[config.mk]
export PLATFORM = sky130hd
export DESIGN_NAME = sched_alu_queue
export DESIGN_NICKNAME = d
export VERILOG_FILES = /design/src/hdl/sched_pkg.sv /design/src/hdl/sched_bcast_if.sv /design/src/hdl/sched_issue_entry.sv /design/src/hdl/sched_oldest_pick.sv /design/src/hdl/sched_alu_queue.sv
export SDC_FILE = /design/constraint.sdc
export NUM_CORES = 1
export LEC_CHECK = 0
export ABC_CLOCK_PERIOD_IN_PS = 7770
export BUFFER_PORTS_ARGS = -buffer_cell sky130_fd_sc_hd__buf_2
export CAP_MARGIN = 20
export CELL_PAD_IN_SITES_DETAIL_PLACEMENT = 0
export CELL_PAD_IN_SITES_GLOBAL_PLACEMENT = 1
export CORE_MARGIN = 4
export CORE_UTILIZATION = 50
export DETAILED_ROUTE_END_ITERATION = 6
export PLACE_DENSITY = 0.92
export SETUP_SLACK_MARGIN = 0.02
export SLEW_MARGIN = 20
export SYNTH_ARGS = -nofsm -noshare
export SYNTH_HDL_FRONTEND = slang
export SYNTH_SLANG_ARGS = --single-unit
[constraint.sdc]
create_clock -name i_clk -period 7.77 [get_ports i_clk]
set_input_delay 1.554 -clock i_clk [delete_from_list [all_inputs] [get_ports i_clk]]
set_output_delay 1.554 -clock i_clk [all_outputs]
set_load 0.1 [all_outputs]
[src/hdl/sched_pkg.sv]
// Shared types for the integer ALU issue queue.
// Tags, ages and opcodes are plain vectors. The entry state machine
// uses the enum below. Ages wrap, so ordering goes through the
// wrap-aware comparison function at the end.

`default_nettype none

package sched_pkg;

  // ----------------------------------------------------------
  // Widths
  // ----------------------------------------------------------
  localparam int TAG_W = 6;  // 64 physical registers
  localparam int AGE_W = 6;  // Reorder buffer age that wraps
  localparam int OP_W  = 4;

  // ----------------------------------------------------------
  // Types
  // ----------------------------------------------------------
  typedef logic [TAG_W-1:0] tag_t;
  typedef logic [AGE_W-1:0] age_t;
  typedef logic [OP_W-1:0]  op_t;

  // Slot life cycle
  typedef enum logic [1:0] {
    ENTRY_IDLE   = 2'd0,
    ENTRY_WAIT   = 2'd1,
    ENTRY_ISSUED = 2'd2
  } entry_state_t;

  // ----------------------------------------------------------
  // Age comparison
  // ----------------------------------------------------------
  // True when a_age was allocated after b_age. Live ages never sit
  // more than 31 apart, so the sign of the 6-bit difference decides.
  // Equal ages are not younger.
  function automatic logic is_younger(age_t a_age, age_t b_age);
    age_t diff;
    diff = b_age - a_age;  // Negative when a is ahead of b
    return diff[AGE_W-1];
  endfunction

endpackage

`default_nettype wire

[src/hdl/sched_bcast_if.sv]
// Broadcast bundle from the queue top to every scheduler slot.
// Carries the wakeup tag ports and the branch flush notice. All
// fields are single-cycle levels with no handshake.

`default_nettype none

interface sched_bcast_if #(
  parameter int NUM_WAKE = 3  // External write-back ports plus self-wake
);

  logic [NUM_WAKE-1:0] wake_valid;
  sched_pkg::tag_t     wake_tag [NUM_WAKE];
  logic                flush_valid;
  sched_pkg::age_t     flush_age;  // Entries younger than this die

  // Driven by the queue top
  modport source (
    output wake_valid, wake_tag, flush_valid, flush_age
  );

  // Read by each slot
  modport entry (
    input wake_valid, wake_tag, flush_valid, flush_age
  );

endinterface

`default_nettype wire

[src/hdl/sched_issue_entry.sv]
// One slot of the ALU issue queue.
// Holds a dispatched instruction, tracks readiness of its two sources
// against the wakeup ports and drops out on a younger branch flush.
// Requests issue once both sources are ready; after the pick it spends
// one cycle in ISSUED and then frees itself.

`default_nettype none

module sched_issue_entry #(
  parameter int NUM_WB = 2
) (
  input  wire logic            i_clk,
  input  wire logic            i_reset_n,

  // Allocation
  input  wire logic            i_put,
  input  sched_pkg::op_t       i_put_op,
  input  sched_pkg::tag_t      i_put_dst,
  input  sched_pkg::tag_t      i_put_src0,
  input  sched_pkg::tag_t      i_put_src1,
  input  wire logic [1:0]      i_put_src_valid,
  input  wire logic [1:0]      i_put_src_ready,
  input  sched_pkg::age_t      i_put_age,

  input  wire logic            i_picked,  // Grant from the picker

  sched_bcast_if.entry         bcast,

  output logic                 o_valid,
  output logic                 o_request,
  output sched_pkg::age_t      o_age,
  output sched_pkg::op_t       o_op,
  output sched_pkg::tag_t      o_dst,
  output sched_pkg::tag_t      o_src0,
  output sched_pkg::tag_t      o_src1
);

  localparam int NUM_WAKE = NUM_WB + 1;

  sched_pkg::entry_state_t r_state;
  sched_pkg::entry_state_t w_state_next;

  sched_pkg::op_t  r_op;
  sched_pkg::tag_t r_dst;
  sched_pkg::tag_t r_src0;
  sched_pkg::tag_t r_src1;
  sched_pkg::age_t r_age;
  logic [1:0]      r_src_ready;

  sched_pkg::tag_t w_cmp_src0;
  sched_pkg::tag_t w_cmp_src1;
  logic [1:0]      w_wake_hit;
  logic            w_flush_kill;
  logic            w_put_kill;

  // ----------------------------------------------------------
  // Wakeup match
  // ----------------------------------------------------------
  // On a put the incoming tags are compared, so a write-back in the
  // dispatch cycle is not lost
  assign w_cmp_src0 = i_put ? i_put_src0 : r_src0;
  assign w_cmp_src1 = i_put ? i_put_src1 : r_src1;

  always_comb begin
    w_wake_hit = 2'b00;
    for (int p = 0; p < NUM_WAKE; p++) begin
      if (bcast.wake_valid[p] && (bcast.wake_tag[p] == w_cmp_src0)) begin
        w_wake_hit[0] = 1'b1;
      end
      if (bcast.wake_valid[p] && (bcast.wake_tag[p] == w_cmp_src1)) begin
        w_wake_hit[1] = 1'b1;
      end
    end
  end

  // ----------------------------------------------------------
  // Flush
  // ----------------------------------------------------------
  assign w_flush_kill = bcast.flush_valid &&
                        sched_pkg::is_younger(r_age, bcast.flush_age);
  assign w_put_kill   = bcast.flush_valid &&
                        sched_pkg::is_younger(i_put_age, bcast.flush_age);

  // ----------------------------------------------------------
  // State machine
  // ----------------------------------------------------------
  always_comb begin
    w_state_next = r_state;
    case (r_state)
      sched_pkg::ENTRY_IDLE: begin
        if (i_put && !w_put_kill) begin
          w_state_next = sched_pkg::ENTRY_WAIT;
        end
      end
      sched_pkg::ENTRY_WAIT: begin
        if (w_flush_kill) begin
          w_state_next = sched_pkg::ENTRY_IDLE;
        end else if (i_picked) begin
          w_state_next = sched_pkg::ENTRY_ISSUED;
        end
      end
      sched_pkg::ENTRY_ISSUED: begin
        w_state_next = sched_pkg::ENTRY_IDLE;  // Slot free next cycle
      end
      default: begin
        w_state_next = sched_pkg::ENTRY_IDLE;
      end
    endcase
  end

  always_ff @(posedge i_clk or negedge i_reset_n) begin
    if (!i_reset_n) begin
      r_state <= sched_pkg::ENTRY_IDLE;
    end else begin
      r_state <= w_state_next;
    end
  end

  // Instruction fields and source ready bits
  always_ff @(posedge i_clk) begin
    if (i_put) begin
      r_op        <= i_put_op;
      r_dst       <= i_put_dst;
      r_src0      <= i_put_src0;
      r_src1      <= i_put_src1;
      r_age       <= i_put_age;
      // Unused source counts as ready
      r_src_ready <= ~i_put_src_valid | i_put_src_ready | w_wake_hit;
    end else begin
      r_src_ready <= r_src_ready | w_wake_hit;
    end
  end

  // ----------------------------------------------------------
  // Outputs
  // ----------------------------------------------------------
  assign o_valid   = (r_state != sched_pkg::ENTRY_IDLE);
  // Built from registered ready bits only, which keeps the self-wake
  // path free of a combinational loop
  assign o_request = (r_state == sched_pkg::ENTRY_WAIT) && (&r_src_ready) &&
                     !w_flush_kill;
  assign o_age     = r_age;
  assign o_op      = r_op;
  assign o_dst     = r_dst;
  assign o_src0    = r_src0;
  assign o_src1    = r_src1;

endmodule

`default_nettype wire

[src/hdl/sched_oldest_pick.sv]
// Oldest-first select for the ALU issue queue.
// Every requesting slot is compared against every other requester by
// wrapped age. The slot that no other requester beats gets the grant.
// Purely combinational; the grant is one-hot or all zero.

`default_nettype none

module sched_oldest_pick #(
  parameter int NUM_ENTRIES = 8
) (
  input  wire logic [NUM_ENTRIES-1:0] i_request,
  input  sched_pkg::age_t             i_age [NUM_ENTRIES],
  output logic [NUM_ENTRIES-1:0]      o_grant,
  output logic                        o_grant_valid
);

  logic [NUM_ENTRIES-1:0] w_beaten;  // Some other requester is older

  // ----------------------------------------------------------
  // Pairwise age matrix
  // ----------------------------------------------------------
  always_comb begin
    w_beaten = '0;
    for (int i = 0; i < NUM_ENTRIES; i++) begin
      for (int j = 0; j < NUM_ENTRIES; j++) begin
        if (j != i && i_request[j]) begin
          // j is older than i
          if (sched_pkg::is_younger(i_age[i], i_age[j])) begin
            w_beaten[i] = 1'b1;
          end
          // Equal ages go to the lower index
          if ((i_age[i] == i_age[j]) && (j < i)) begin
            w_beaten[i] = 1'b1;
          end
        end
      end
    end
  end

  assign o_grant       = i_request & ~w_beaten;
  assign o_grant_valid = |o_grant;

endmodule

`default_nettype wire

[src/hdl/sched_alu_queue.sv]
// Issue queue for an out-of-order integer ALU.
// Dispatch goes into the lowest free slot. Slots wake from the
// write-back tag ports and from this queue's own grant, so a dependent
// instruction can issue right behind its producer. Each cycle the
// oldest ready slot is picked and its fields are registered onto the
// issue port. A branch flush kills everything younger than its age.

`default_nettype none

module sched_alu_queue #(
  parameter int NUM_ENTRIES = 8,
  parameter int NUM_WB      = 2
) (
  input  wire logic              i_clk,
  input  wire logic              i_reset_n,

  // Dispatch
  input  wire logic              i_disp_valid,
  input  sched_pkg::op_t         i_disp_op,
  input  sched_pkg::tag_t        i_disp_dst,
  input  sched_pkg::tag_t        i_disp_src0,
  input  sched_pkg::tag_t        i_disp_src1,
  input  wire logic [1:0]        i_disp_src_valid,
  input  wire logic [1:0]        i_disp_src_ready,
  input  sched_pkg::age_t        i_disp_age,

  // Write-back tags and flush
  input  wire logic [NUM_WB-1:0] i_wb_valid,
  input  sched_pkg::tag_t        i_wb_tag [NUM_WB],
  input  wire logic              i_flush_valid,
  input  sched_pkg::age_t        i_flush_age,

  output logic                   o_full,

  // Issue port
  output logic                   o_issue_valid,
  output sched_pkg::op_t         o_issue_op,
  output sched_pkg::tag_t        o_issue_dst,
  output sched_pkg::tag_t        o_issue_src0,
  output sched_pkg::tag_t        o_issue_src1,
  output sched_pkg::age_t        o_issue_age
);

  logic [NUM_ENTRIES-1:0] w_entry_valid;
  logic [NUM_ENTRIES-1:0] w_entry_request;
  logic [NUM_ENTRIES-1:0] w_alloc;
  logic [NUM_ENTRIES-1:0] w_grant;
  logic                   w_grant_valid;
  sched_pkg::age_t        w_entry_age  [NUM_ENTRIES];
  sched_pkg::op_t         w_entry_op   [NUM_ENTRIES];
  sched_pkg::tag_t        w_entry_dst  [NUM_ENTRIES];
  sched_pkg::tag_t        w_entry_src0 [NUM_ENTRIES];
  sched_pkg::tag_t        w_entry_src1 [NUM_ENTRIES];

  sched_pkg::op_t         w_grant_op;
  sched_pkg::tag_t        w_grant_dst;
  sched_pkg::tag_t        w_grant_src0;
  sched_pkg::tag_t        w_grant_src1;
  sched_pkg::age_t        w_grant_age;

  sched_bcast_if #(.NUM_WAKE(NUM_WB + 1)) bcast ();

  // ----------------------------------------------------------
  // Allocation
  // ----------------------------------------------------------
  assign w_alloc = ~w_entry_valid & (w_entry_valid + 1'b1);  // Lowest idle slot
  assign o_full  = &w_entry_valid;

  // ----------------------------------------------------------
  // Broadcast
  // ----------------------------------------------------------
  assign bcast.wake_valid  = {w_grant_valid, i_wb_valid};
  assign bcast.flush_valid = i_flush_valid;
  assign bcast.flush_age   = i_flush_age;

  for (genvar w = 0; w < NUM_WB; w++) begin : g_wb_port
    assign bcast.wake_tag[w] = i_wb_tag[w];
  end
  assign bcast.wake_tag[NUM_WB] = w_grant_dst;  // Self-wake port for the one-cycle ALU

  // ----------------------------------------------------------
  // Slots and picker
  // ----------------------------------------------------------
  for (genvar e = 0; e < NUM_ENTRIES; e++) begin : g_entry
    sched_issue_entry #(
      .NUM_WB (NUM_WB)
    ) u_entry (
      .i_clk           (i_clk),
      .i_reset_n       (i_reset_n),
      .i_put           (i_disp_valid & w_alloc[e]),
      .i_put_op        (i_disp_op),
      .i_put_dst       (i_disp_dst),
      .i_put_src0      (i_disp_src0),
      .i_put_src1      (i_disp_src1),
      .i_put_src_valid (i_disp_src_valid),
      .i_put_src_ready (i_disp_src_ready),
      .i_put_age       (i_disp_age),
      .i_picked        (w_grant[e]),
      .bcast           (bcast),
      .o_valid         (w_entry_valid[e]),
      .o_request       (w_entry_request[e]),
      .o_age           (w_entry_age[e]),
      .o_op            (w_entry_op[e]),
      .o_dst           (w_entry_dst[e]),
      .o_src0          (w_entry_src0[e]),
      .o_src1          (w_entry_src1[e])
    );
  end

  sched_oldest_pick #(
    .NUM_ENTRIES (NUM_ENTRIES)
  ) u_pick (
    .i_request     (w_entry_request),
    .i_age         (w_entry_age),
    .o_grant       (w_grant),
    .o_grant_valid (w_grant_valid)
  );

  // One-hot select of the granted slot
  always_comb begin
    w_grant_op   = '0;
    w_grant_dst  = '0;
    w_grant_src0 = '0;
    w_grant_src1 = '0;
    w_grant_age  = '0;
    for (int i = 0; i < NUM_ENTRIES; i++) begin
      if (w_grant[i]) begin
        w_grant_op   |= w_entry_op[i];
        w_grant_dst  |= w_entry_dst[i];
        w_grant_src0 |= w_entry_src0[i];
        w_grant_src1 |= w_entry_src1[i];
        w_grant_age  |= w_entry_age[i];
      end
    end
  end

  // ----------------------------------------------------------
  // Issue port
  // ----------------------------------------------------------
  always_ff @(posedge i_clk or negedge i_reset_n) begin
    if (!i_reset_n) begin
      o_issue_valid <= 1'b0;
    end else begin
      o_issue_valid <= w_grant_valid;
    end
  end

  always_ff @(posedge i_clk) begin
    if (w_grant_valid) begin
      o_issue_op   <= w_grant_op;
      o_issue_dst  <= w_grant_dst;
      o_issue_src0 <= w_grant_src0;
      o_issue_src1 <= w_grant_src1;
      o_issue_age  <= w_grant_age;
    end
  end

endmodule

`default_nettype wire

==> metrics.yaml <==
avgSynthCellArea_um2: 10.0
synth-xor-area-share_pct: 13.6
synth-compound-area-share_pct: 14.7
worst_skew_pair.late_latency_ns: 0.55
synth_edf_count: 156
antennaDiodeCount: 0
fin_tns_setup_ns: 0
start_util_pct: 51.0
crit_fanout: 17
max_freq_ghz: 0.161
maxCapViolations: 0
finClkSkew_ns: 0.0148
row_count: 76
vdd_ir_drop_max_mv: 0.309
ctsHtreeMaxLevel: 1
antenna_found_initial: 2
wl_per_cell_um: 27.1
ctsRootBufferMaster: "clkbuf_16"
pre_cts_ws_ns: 1.33
cts_tree: "built"
post-cts-setup-buffer-count: 0
grt-ovfl-total: 0
ys_async_sr_fraction_pct: 5.96
crit_path_start_kind: "register"
hold_buffers: 0
period_share_pct: 79.9
hpwl_um: 53300
syn_area_um2: 22200
worst_pin_slew_ns: 1.15
die_h_um: 219
io_pins: 86
yosys-mux-area-fraction_pct: 5.35
p_leak_nw: 10.9
worst_slack_ns: 1.57
cts_buffer_depth: 3
cts_buffers: 26
layout.nets: 2634
status: "finished clean"
cp-end-kind: "register"
core_um2: 43500
finalHoldViolations: 0
hold_path_class: "reg2reg"
syn_nets: 2579
min_period_ns: 6.20
synth-simple-area-share_pct: 9.56
drc: 0
fp.dieW_um: 219
drive_above_1_share_pct: 9.20
grt_pass1_vias: 18400
routed_via_density: 6.44
crit_arrival_ns: 6.65
cts_resized: 0
port_buffers: 85
rsz0062_at_grt: "no"
synth_warnings: 0
drt_first_iter_violations: 2230
synth_ff_type: "edfxtp_1"
synth-adder-area-share_pct: 17.8
maxSlewHeadroom_pct: 23.4
synthCells: 2207
clk_pin_slew_worst_paths_ns: 0.07
ys_seq_area_share_pct: 33.2
required_ns: 8.21
dieArea_um2: 47800
grt_pass1_wl_um: 115000
dr.pass1.iters: 6
syn_to_final_growth_pct: 8.59
ant_nets: 0
synth_top_family_by_area: "adder cells"
yosysUniqueCellTypes: 83
clock_sinks: 285
setup_viol_count_final: 0
gp_congestion: 1.06
gr-usage-all-layers_pct: 31.8
power-per-cell-area_nw_per_um2: 279
synth-seq-cells: 285
critPathKind: "reg2reg"
slew_violations: 0
vias: 18500
wirelength_um: 77800
grt_max_degree: 34
## critical path, stage by stage (launching register included)
cell      delay [ns]
edfxtp_1        0.76
inv_1           0.54
ha_1            0.46
nand2_1         0.05
o21ai_1         0.21
a311oi_1        0.17
o31ai_2         0.86
o22ai_1         0.25
a211oi_1        0.46
and2_1          0.76
a222oi_1        0.21
o211a_1         0.62
xnor2_1         0.36
nand4_1         0.15
o41ai_2         0.23
## sequential cells by signal, summed over array words and instances, names as in the netlist
name and count:
o_issue_src0 6, o_issue_valid 1, o_issue_op 4, g_entry.u_entry.o_src0 48
g_entry.u_entry.o_dst 48, g_entry.u_entry.r_state 16, o_issue_src1 6, g_entry.u_entry.o_src1 48
g_entry.u_entry.o_op 32, o_issue_age 6, o_issue_dst 6, g_entry.u_entry.o_age 48
g_entry.u_entry.r_src_ready 16
## layout make-up
cell class / instances / area [um^2]
Fill cell: 3772 / 19400
Multi-Input combinational cell: 1613 / 13600
Sequential cell: 285 / 7350
Inverter: 208 / 782
Clock buffer: 37 / 763
Timing Repair Buffer: 128 / 748
Tap cell: 585 / 732
Clock inverter: 11 / 103
## per-layer routing
metal | GRT usage, % | vias up | part of all wire, %
met1 | 41.5 | 8896 | 39
met5 | 0 | - | 0.040
met4 | 17.5 | 2 | 6.3
met3 | 3.93 | 315 | 9.9
met2 | 51.2 | 1165 | 45
li1 | - | 8087 | -
## per-stage QoR
step                      cells  hold slack (ns)  total power [mW]  area [um^2]  utilization, %
after detailed placement   2819            0.458              5.38        23200            53.4
final                      2867            0.470              6.72        24100            55.4
after global routing       2867            0.497              7.00        24100            55.4
after global placement     2819            0.449              5.29        23200            53.4
after CTS                  2867            0.469              6.67        24100            55.4
after floorplan            2207            0.431              4.58        22200               -
## worst paths after layout
path	from	endpoint	slack (ns)	cells after the start
max in group asynchronous	i_reset_n	g_entry[4].u_entry.r_state[0]	6.55	1
worst max register to register	g_entry[5].u_entry.o_age[2]	g_entry[5].u_entry.r_src_ready[1]	1.57	14
min in group asynchronous	i_reset_n	o_issue_valid	0.93	1
worst max-delay path	g_entry[5].u_entry.o_age[2]	g_entry[5].u_entry.r_src_ready[1]	1.57	14
worst min-delay path	g_entry[1].u_entry.r_state[1]	g_entry[1].u_entry.r_state[0]	0.47	1
worst min register to register	g_entry[1].u_entry.r_state[1]	g_entry[1].u_entry.r_state[0]	0.47	1
## report_power, final
part | internal (mW) | switching (mW) | total (mW)
combinational | 1.03 | 2.22 | 3.25
sequential | 1.96 | 0.224 | 2.18
clock | 0.724 | 0.560 | 1.28
total | 3.71 | 3.01 | 6.72
## cell usage after synthesis, types with 53 or more instances
cell type,n,area [um^2]
ha_1,316,3950
a21oi_1,71,355
nand4_1,58,363
xor2_1,115,1010
edfxtp_1,156,4680
inv_1,205,769
dfxtp_1,112,2240
mux2i_1,113,1130
clkbuf_1,53,199
o21ai_0,72,360
nand2_1,78,293
xnor2_1,230,2010
## logic make-up after synthesis
family,count (synthesis)
XOR/XNOR,345
multiplexers,118
adder cells (fa/ha/maj),316
AND/OR/NAND/NOR,392
buffers and inverters,309
flip-flops,285
AO/OA/AOI/OAI,442
## layout by cell type (no fill, tap or decap), types with 9 or more instances in the layout
master / instances
and3_1: 19
inv_1: 205
a222oi_1: 27
nor2_1: 44
o21ai_1: 12
edfxtp_1: 156
nand3_1: 49
xor2_1: 115
a21o_1: 45
ha_1: 316
dfxtp_1: 112
o211ai_1: 13
mux2i_1: 113
nand4_1: 58
a22o_1: 20
o21ai_0: 72
a21oi_1: 71
nand2_1: 78
nor3_1: 26
buf_4: 43
nor2b_1: 39
buf_2: 85
a31oi_1: 17
clkbuf_16: 27
xnor2_1: 230
a221oi_1: 30
o21a_1: 12
nor4_1: 33
nand2b_1: 10
o31ai_1: 9
o22ai_1: 20
dfrtp_1: 17
a211oi_1: 16
(Power assumes the default switching activity.)
